`src/design/quant_pkg.sv`:
```
package quant_pkg;

	// Coefficient and divisor widths.
	localparam int COEF_W = 12;
	localparam int DIVISOR_W = 8;

	// Block geometry, one row per stream transfer.
	localparam int COEFS_PER_ROW = 8;
	localparam int ROWS_PER_BLOCK = 8;
	localparam int ROW_IDX_W = 3;

	// One signed DCT coefficient.
	typedef logic signed [COEF_W-1:0] coef_t;

	// One entry of the quantization table.
	typedef logic [DIVISOR_W-1:0] divisor_t;

	// Row number within an 8x8 block.
	typedef logic [ROW_IDX_W-1:0] row_idx_t;

	// Index of the final row of a block.
	localparam row_idx_t LAST_ROW = row_idx_t'(ROWS_PER_BLOCK - 1);

	// A row of coefficients, lane 0 in the low bits.
	typedef coef_t [COEFS_PER_ROW-1:0] coef_row_t;

	// The divisors for one table row, lane 0 in the low bits.
	typedef divisor_t [COEFS_PER_ROW-1:0] divisor_row_t;

	// A row with its end-of-block marker.
	typedef struct packed {
		coef_row_t coefs;
		logic last;
	} row_beat_t;

endpackage
```
`src/design/block_quantizer.sv`:
```
`timescale 1ns/1ps

module block_quantizer (
	input  logic                 clk,
	input  logic                 arst_n,
	input  quant_pkg::coef_row_t in_row,
	input  logic                 in_valid,
	output logic                 in_ready,
	output quant_pkg::row_beat_t out_beat,
	output logic                 out_valid,
	input  logic                 out_ready
);

	import quant_pkg::*;

	row_idx_t row_cnt;
	logic     accept;

	// A row is taken on this edge.
	assign accept = in_valid && in_ready;

	// Row position within the current block.
	always_ff @(posedge clk or negedge arst_n)
	begin
		if (!arst_n)
		begin
			row_cnt <= '0;
		end
		else if (accept)
		begin
			if (row_cnt == LAST_ROW)
			begin
				row_cnt <= '0;
			end
			else
			begin
				row_cnt <= row_cnt + 1'b1;
			end
		end
	end

	// Quantizing pipeline, it owns the handshake.
	row_quantizer i_row_quantizer (
		.clk       (clk),
		.arst_n    (arst_n),
		.in_row    (in_row),
		.row_idx   (row_cnt),
		.in_valid  (in_valid),
		.in_ready  (in_ready),
		.out_beat  (out_beat),
		.out_valid (out_valid),
		.out_ready (out_ready)
	);

endmodule

```
`src/design/row_quantizer.sv`:
```
`timescale 1ns/1ps

module row_quantizer (
	input  logic                 clk,
	input  logic                 arst_n,
	input  quant_pkg::coef_row_t in_row,
	input  quant_pkg::row_idx_t  row_idx,
	input  logic                 in_valid,
	output logic                 in_ready,
	output quant_pkg::row_beat_t out_beat,
	output logic                 out_valid,
	input  logic                 out_ready
);

	import quant_pkg::*;

	logic         advance;
	logic         s1_valid;
	row_beat_t    s1_beat;
	divisor_row_t divisors;
	coef_row_t    quotients;
	logic         s2_valid;
	row_beat_t    s2_beat;

	// Both stages move together when the output slot is free or being drained.
	assign advance = !s2_valid || out_ready;
	assign in_ready = advance;

	// Divisors are read alongside stage 1, so they line up with s1_beat.
	quant_table i_quant_table (
		.clk      (clk),
		.rd_en    (advance),
		.row_idx  (row_idx),
		.divisors (divisors)
	);

	// Stage 1 valid.
	always_ff @(posedge clk or negedge arst_n)
	begin
		if (!arst_n)
		begin
			s1_valid <= 1'b0;
		end
		else if (advance)
		begin
			s1_valid <= in_valid;
		end
	end

	// Stage 1 payload.
	always_ff @(posedge clk)
	begin
		if (advance)
		begin
			s1_beat.coefs <= in_row;
			s1_beat.last <= (row_idx == LAST_ROW);
		end
	end

	// One divider lane per coefficient.
	for (genvar i = 0; i < COEFS_PER_ROW; i++)
	begin : g_lane
		coef_quantizer i_coef_quantizer (
			.coef     (s1_beat.coefs[i]),
			.divisor  (divisors[i]),
			.quotient (quotients[i])
		);
	end

	// Stage 2 valid.
	always_ff @(posedge clk or negedge arst_n)
	begin
		if (!arst_n)
		begin
			s2_valid <= 1'b0;
		end
		else if (advance)
		begin
			s2_valid <= s1_valid;
		end
	end

	// Stage 2 payload, held while the consumer stalls.
	always_ff @(posedge clk)
	begin
		if (advance)
		begin
			s2_beat.coefs <= quotients;
			s2_beat.last <= s1_beat.last;
		end
	end

	assign out_beat = s2_beat;
	assign out_valid = s2_valid;

endmodule

```
`src/design/coef_quantizer.sv`:
```
`timescale 1ns/1ps

module coef_quantizer (
	input  quant_pkg::coef_t    coef,
	input  quant_pkg::divisor_t divisor,
	output quant_pkg::coef_t    quotient
);

	import quant_pkg::*;

	logic                neg;
	logic [COEF_W-1:0]   mag;
	logic [COEF_W-1:0]   mag_q;

	// Sign of the input decides the sign of the result.
	assign neg = coef[COEF_W-1];

	// Unsigned magnitude, -2048 maps to 12'h800.
	always_comb
	begin
		if (neg)
		begin
			mag = COEF_W'(-coef);
		end
		else
		begin
			mag = COEF_W'(coef);
		end
	end

	// Unsigned divide floors the magnitude, so the result truncates toward zero.
	assign mag_q = mag / COEF_W'(divisor);

	// A zero quotient keeps a plain zero.
	always_comb
	begin
		if (neg && (mag_q != '0))
		begin
			quotient = coef_t'(-mag_q);
		end
		else
		begin
			quotient = coef_t'(mag_q);
		end
	end

endmodule

```
`src/design/quant_table.sv`:
```
`timescale 1ns/1ps

module quant_table (
	input  logic                   clk,
	input  logic                   rd_en,
	input  quant_pkg::row_idx_t    row_idx,
	output quant_pkg::divisor_row_t divisors
);

	import quant_pkg::*;

	divisor_row_t rom_row;

	// Standard JPEG luminance table, row r and lane c.
	always_comb
	begin
		rom_row = '0;
		case (row_idx)
			3'd0:
			begin
				rom_row[0] = 8'd16;
				rom_row[1] = 8'd11;
				rom_row[2] = 8'd10;
				rom_row[3] = 8'd16;
				rom_row[4] = 8'd24;
				rom_row[5] = 8'd40;
				rom_row[6] = 8'd51;
				rom_row[7] = 8'd61;
			end
			3'd1:
			begin
				rom_row[0] = 8'd12;
				rom_row[1] = 8'd12;
				rom_row[2] = 8'd14;
				rom_row[3] = 8'd19;
				rom_row[4] = 8'd26;
				rom_row[5] = 8'd58;
				rom_row[6] = 8'd60;
				rom_row[7] = 8'd55;
			end
			3'd2:
			begin
				rom_row[0] = 8'd14;
				rom_row[1] = 8'd13;
				rom_row[2] = 8'd16;
				rom_row[3] = 8'd24;
				rom_row[4] = 8'd40;
				rom_row[5] = 8'd57;
				rom_row[6] = 8'd69;
				rom_row[7] = 8'd56;
			end
			3'd3:
			begin
				rom_row[0] = 8'd14;
				rom_row[1] = 8'd17;
				rom_row[2] = 8'd22;
				rom_row[3] = 8'd29;
				rom_row[4] = 8'd51;
				rom_row[5] = 8'd87;
				rom_row[6] = 8'd80;
				rom_row[7] = 8'd62;
			end
			3'd4:
			begin
				rom_row[0] = 8'd18;
				rom_row[1] = 8'd22;
				rom_row[2] = 8'd37;
				rom_row[3] = 8'd56;
				rom_row[4] = 8'd68;
				rom_row[5] = 8'd109;
				rom_row[6] = 8'd103;
				rom_row[7] = 8'd77;
			end
			3'd5:
			begin
				rom_row[0] = 8'd24;
				rom_row[1] = 8'd35;
				rom_row[2] = 8'd55;
				rom_row[3] = 8'd64;
				rom_row[4] = 8'd81;
				rom_row[5] = 8'd104;
				rom_row[6] = 8'd113;
				rom_row[7] = 8'd92;
			end
			3'd6:
			begin
				rom_row[0] = 8'd49;
				rom_row[1] = 8'd64;
				rom_row[2] = 8'd78;
				rom_row[3] = 8'd87;
				rom_row[4] = 8'd103;
				rom_row[5] = 8'd121;
				rom_row[6] = 8'd120;
				rom_row[7] = 8'd101;
			end
			default:
			begin
				rom_row[0] = 8'd72;
				rom_row[1] = 8'd92;
				rom_row[2] = 8'd95;
				rom_row[3] = 8'd98;
				rom_row[4] = 8'd112;
				rom_row[5] = 8'd100;
				rom_row[6] = 8'd103;
				rom_row[7] = 8'd99;
			end
		endcase
	end

	// Output register holds while the pipeline is stalled.
	always_ff @(posedge clk)
	begin
		if (rd_en)
		begin
			divisors <= rom_row;
		end
	end

endmodule

```
`config.mk`:
```
export PLATFORM = sky130hd
export DESIGN_NAME = block_quantizer
export DESIGN_NICKNAME = d
export VERILOG_FILES = /design/src/design/quant_pkg.sv /design/src/design/block_quantizer.sv /design/src/design/row_quantizer.sv /design/src/design/coef_quantizer.sv /design/src/design/quant_table.sv
export SDC_FILE = /design/constraint.sdc
export NUM_CORES = 2
export LEC_CHECK = 0
export BUFFER_PORTS_ARGS = -buffer_cell sky130_fd_sc_hd__buf_4
export CORE_ASPECT_RATIO = 0.7
export CORE_UTILIZATION = 40
export DETAILED_ROUTE_END_ITERATION = 8
export PLACE_DENSITY = 0.63
export SLEW_MARGIN = 20
export SYNTH_ARGS = -nofsm -noshare
export SYNTH_HDL_FRONTEND = slang
export SYNTH_SLANG_ARGS = --single-unit
```
`constraint.sdc`:
```
create_clock -name clk -period 34.2 [get_ports clk]
set_input_delay 5.13 -clock clk [delete_from_list [all_inputs] [get_ports clk]]
set_output_delay 5.13 -clock clk [all_outputs]
set_load 0.05 [all_outputs]
```
# Word level (Yosys, flattened, before mapping)

Index checks and enable logic that the tools add are counted.

Register bits after elaboration: 263
Word-level logic and storage cells: 99
Input port bits: 100

Add/subtract/negate cells: 17
Reduce and logical (&&, ||, !) cells: 20
Muxes and demuxes: 18
Eq/ne operators: 7
Div/mod/pow operators: 8

Operators with widths:

| kind                  | number |
|---|---|
| $pmux W63 S7          | 1 |
| $mux W12              | 16 |
| $neg A12 Y12          | 16 |
| $div A12 B8 Y12       | 8 |
| $reduce_bool A12 Y1   | 8 |
| $eq A3 B3 Y1 const B  | 4 |
| $logic_and A1 B1 Y1   | 9 |
| $eq A3 B2 Y1 const B  | 2 |
| $add A3 B1 Y3 const B | 1 |
| $eq A3 B1 Y1 const B  | 1 |
| $logic_not A3 Y1      | 1 |
| $mux W3               | 1 |
| $logic_not A1 Y1      | 1 |
| $logic_or A1 B1 Y1    | 1 |

# Depth between registers and ports, before layout

Depth after elaboration: 6
Gate-level depth with buffers: 108

# By module

A second synthesis with hierarchy kept.

Cells, all modules: 4771
Area total of the unflattened synthesis: 40675.3 µm²

By module, submodules not included:

| module                                                          | area each (µm²) | instances | cells an instance | sequential area each (µm²) |
|---|---|---|---|---|
| coef_quantizer (i_row_quantizer.g_lane[3].i_coef_quantizer ...) | 3813.7          | 2         | 519               | 0.0 |
| row_quantizer                                                   | 5918.2          | 1         | 200               | 5875.6 |
| coef_quantizer (i_row_quantizer.g_lane[2].i_coef_quantizer)     | 4272.8          | 1         | 576               | 0.0 |
| coef_quantizer (i_row_quantizer.g_lane[0].i_coef_quantizer)     | 4197.8          | 1         | 561               | 0.0 |
| coef_quantizer (i_row_quantizer.g_lane[6].i_coef_quantizer)     | 4146.5          | 1         | 573               | 0.0 |
| coef_quantizer (i_row_quantizer.g_lane[1].i_coef_quantizer)     | 4111.4          | 1         | 561               | 0.0 |
| coef_quantizer (i_row_quantizer.g_lane[5].i_coef_quantizer)     | 4103.9          | 1         | 553               | 0.0 |
| coef_quantizer (i_row_quantizer.g_lane[7].i_coef_quantizer)     | 4100.2          | 1         | 566               | 0.0 |
| quant_table                                                     | 2035.7          | 1         | 132               | 1471.4 |
| block_quantizer                                                 | 161.4           | 1         | 11                | 75.1 |

# Least setup slack after synthesis

OpenSTA, ideal clock, no wires.

Kind: reg-to-reg
From: register i_row_quantizer.s1_beat[88] (netlist bit)
To: register i_row_quantizer.s2_beat (netlist bit i_row_quantizer.out_beat[92]), data pin
Setup time: 266 ps
Cell stages (with the launch flop): 97
Data arrival time: 21964 ps
Path slack: 11970 ps
Required time: 33934 ps
Cells stage by stage: edfxtp_1 or3_1 clkbuf_1 or2_0 or4_1 inv_1 ha_1 o21ai_0 nor2_1 mux2i_1 ha_1 o21ai_0 a211oi_1 a21oi_1 ha_1 o211ai_1 a21oi_2 or3b_1 [... 61 more ...] nand4b_2 nor2_1 a21oi_1 ha_1 a21o_1 a21o_1 a21oi_1 nor2b_1 o21ai_0 nand2b_1 a21oi_1 o211a_1 and3_1 ha_1 nand4_1 o31ai_1 nor2_1 xnor2_1

Longest elaborated chain between the ends: 6

RTL lines:

| element                                                              | line                 | RTL |
|---|---|---|
| start: declaration                                                   | row_quantizer.sv:19  | `row_beat_t s1_beat;` |
| $neg A12 Y12                                                         | coef_quantizer.sv:23 | `mag = COEF_W'(-coef);` |
| $mux W12 *                                                           | coef_quantizer.sv:21 | `if (neg)` |
| $div A12 B8 Y12 *                                                    | coef_quantizer.sv:32 | `assign mag_q = mag / COEF_W'(divisor);` |
| parallel branches: the longest is 2 deep, another holds $neg A12 Y12 | --                   |  |
| $mux W12 *                                                           | coef_quantizer.sv:37 | `if (neg && (mag_q != '0))` |
| net i_row_quantizer.g_lane[7].i_coef_quantizer.quotient[7]           | coef_quantizer.sv:6  | `output quant_pkg::coef_t quotient` |
| end: declaration                                                     | row_quantizer.sv:23  | `row_beat_t s2_beat;` |

Mark *: on every way through the listed nets, which the timed path passes.
A chain may end at the register's enable or synchronous reset.

# Final worst setup path

From: register i_row_quantizer.s1_beat[64] (netlist bit)
To: register i_row_quantizer.s2_beat (netlist bit i_row_quantizer.out_beat[72]), data pin

Longest elaborated chain between the ends: 6

RTL lines:

| element                                                              | line |
|---|---|
| $neg A12 Y12                                                         | coef_quantizer.sv:23 |
| $mux W12 *                                                           | coef_quantizer.sv:21 |
| $div A12 B8 Y12 *                                                    | coef_quantizer.sv:32 |
| parallel branches: the longest is 2 deep, another holds $neg A12 Y12 | -- |
| $mux W12 *                                                           | coef_quantizer.sv:37 |
| net i_row_quantizer.g_lane[5].i_coef_quantizer.quotient[11]          | coef_quantizer.sv:6 |

Marked as above.

==> impl_metrics.yaml <==
synth:
  yosys_warnings: 0
  ys_seq_area_frac: 0.199
  synthFlopType: "edfxtp_1"
  syn-cell-area_mm2: 0.0373
  synth-edff-count: 243
  postSynth.asyncResetShare: 0.0202
  avgSynthCellArea_um2: 8.31
  synth_seq_cells: 248
  yosysUniqueCellTypes: 119
  synth_top_area_share: 0.196
  synthTopCellsByArea: "edfxtp_1 (20%), ha_1 (18%), xnor2_1 (4.9%), o21a_1 (4.2%), nor2_1 (3.9%)"
  syn_inst: 4486
  yosysTopAreaCell: "edfxtp_1"
  syn_nets: 5128
  yosysMostFrequentCell: "ha_1"
  yosys-top-cells-count: "ha_1 (542), nor2_1 (387), nand2_1 (307), a21oi_1 (272), edfxtp_1 (243)"
critical_path:
  cp-end-kind: "flip-flop"
  crit_required_ns: 34.55
  path_common_cell: "o21a_1"
  reg2reg_from: "i_row_quantizer.s1_beat[64]"
  worstReg2RegEnd: "i_row_quantizer.out_beat[72]"
  crit_path_max_incr_delay_ns: 1.05
  slowest_stage: "o41ai_1"
  rrSetupSlack_ns: 8.79
  crit_arrival_ns: 25.76
  cp_max_fo: 18
  start_kind: "flip-flop"
  path_class: "reg -> reg"
  reg2reg_depth: 97
sta:
  maxSlewViolCount: 0
  finalHoldViolCount: 0
  fin_skew_ns: 0.0190
  fin_crit_ns: 25.41
  final.setup.tns_ns: 0
  period_share: 0.743
  worst_slack_ns: 8.79
  clock.fmax_mhz: 39.4
  slew_headroom: 0.247
  tightest_slew_ns: 1.11
  setup_viol: 0
  rsz0062_at_grt: "false"
layout:
  area_growth_pct: 10.5
  drive_gt1_frac: 0.109
  fin_area_mm2: 0.0412
  antenna_cells: 0
  num-fill-cells: 9158
  layout.nets: 5303
  fin_cells: 5920
global_route:
  grt_max_degree: 67
  grt_use_total: 0.220
  antenna_found_initial: 1
  grt-ovfl-total: 0
  grt_pass1_wl_um: 171000
  grt_pass1_vias: 31400
hold_path:
  hold_depth: 2
  hold_class: "reg -> reg"
  hold_path_end: "i_row_quantizer.out_valid"
  hold_start: "i_row_quantizer.s1_valid"
cts:
  cts_htree_levels: 1
  cts_num_sinks: 248
  path_clk_slew_ns: 0.07
  post_cts_buffers: 0
  cts_max_path_buffers: 3
  hold_buffers: 0
  cts_tree: "yes"
  cts_root_buffer: "clkbuf_16"
  insertion_delay_ns: 0.63
  cts.repair.resized: 0
  cts_buffers: 30
routing:
  post-route-drc-count: 0
  totalWireLength_um: 108000
  via_per_inst: 5.85
  drtIter0Drc: 2542
  ant_nets: 0
  post_drt_wl_per_cell_um: 18.3
  vias: 34600
  drt_pass1_iterations: 5
floorplan:
  die_area_mm2: 0.0944
  io_pins: 199
  rows: 93
  die_h_um: 257
  core_mm2: 0.0922
  dieWidth_um: 367
  initial_core_util: 0.404
placement:
  place.gp.congestion: 0.912
  hpwl_um: 86300
  port_buffers: 198
  dp_cells: 5864
  placed_area_mm2: 0.0402
  place_ws_ns: 9.21
flow_run:
  maxCapViolCount: 0
run_status:
  status: "complete, no violations"
## worst max path at each step
stage                                      startpoint                            to  slack [ns]  cells after the start
after floorplan           i_row_quantizer.s1_beat[88]  i_row_quantizer.out_beat[92]       11.97                     96
final                     i_row_quantizer.s1_beat[64]  i_row_quantizer.out_beat[72]        8.79                     97
after CTS                 i_row_quantizer.s1_beat[88]  i_row_quantizer.out_beat[88]        9.09                     94
after global placement    i_row_quantizer.s1_beat[64]  i_row_quantizer.out_beat[72]        9.58                     97
after global routing      i_row_quantizer.s1_beat[88]  i_row_quantizer.out_beat[88]        6.99                     95
after detailed placement  i_row_quantizer.s1_beat[88]  i_row_quantizer.out_beat[88]        9.21                     94
## cells by family (layout without fill, tap and decap cells)
group / after synthesis / in the layout / share of synthesized area
flops: 248 / 248 / 0.199
buf+inv: 313 / 512 / 0.0324
mux: 168 / 168 / 0.0492
xor+xnor: 318 / 318 / 0.0748
simple gates: 1521 / 1521 / 0.208
compound gates: 1374 / 1374 / 0.253
fa+ha+maj: 544 / 544 / 0.183
## critical path, delay by kind of cell, from the launching register on
kind,cells,cell delay (ns)
AOI/OAI and AO/OA,52,12.60
and+or+nand+nor,21,4.78
adders and majority gates,13,3.73
muxes,7,2.59
buffers and inverters,3,0.71
DFF,1,0.47
xor gates and xnor gates,1,0.21
## layout by cell type, fill, tap and decap left out, types with 17 or more instances in the layout
cell type	n
ha_1	542
nor2_1	387
nand2_1	307
a21oi_1	272
edfxtp_1	243
o21ai_0	242
inv_1	228
buf_4	222
o21a_1	209
xnor2_1	209
nor3_1	186
xor2_1	109
mux2_2	107
a21o_1	104
o31ai_1	94
nand2b_1	93
nand3_1	86
or3_1	72
nor2b_1	63
o211ai_1	63
mux2i_1	57
nand4_1	48
a31oi_1	46
and2_1	45
or2_2	43
and3_1	39
nor4_1	36
a211oi_1	35
clkbuf_16	30
o21ai_1	23
a21boi_0	23
or4_1	20
o31a_1	19
o41ai_1	17
## final cells by class
cell class	instances	area, um^2	area share
flip-flops and latches	248	7420	0.180
inverters	234	878	0.0213
repair buffers	222	1670	0.0405
clock buffers	30	751	0.0182
clock inverters	26	258	0.00626
well taps	1235	1550	0.0375
multi-input cells	3925	28700	0.696
## metrics by stage
stage / util / hold WS [ns]
floorplan: - / 0.400
global placement: 0.436 / 0.426
detailed placement: 0.436 / 0.431
CTS: 0.447 / 0.467
global route: 0.447 / 0.486
finish: 0.447 / 0.458
## flip-flops by register name (all words and copies together), names as in the netlist
name                                    flops
row_cnt                                     3
i_row_quantizer.out_valid                   1
i_row_quantizer.s1_valid                    1
i_row_quantizer.i_quant_table.divisors     49
i_row_quantizer.s1_beat                    97
i_row_quantizer.out_beat                   97
## routing by layer
| layer | track usage | up-vias | wire, um | share of wire |
|---|---|---|---|---|
| met2 | 0.322 | 940 | 44000 | 0.41 |
| met4 | 0.0332 | 0 | 1460 | 0.013 |
| li1 | - | 17400 | - | - |
| met1 | 0.342 | 16200 | 56100 | 0.52 |
| met5 | 0 | - | 0 | 0 |
| met3 | 0.0288 | 81 | 6860 | 0.063 |
Power is not shown: default switching activity piles up to over one toggle a cycle in this logic, so the estimate is an artifact.
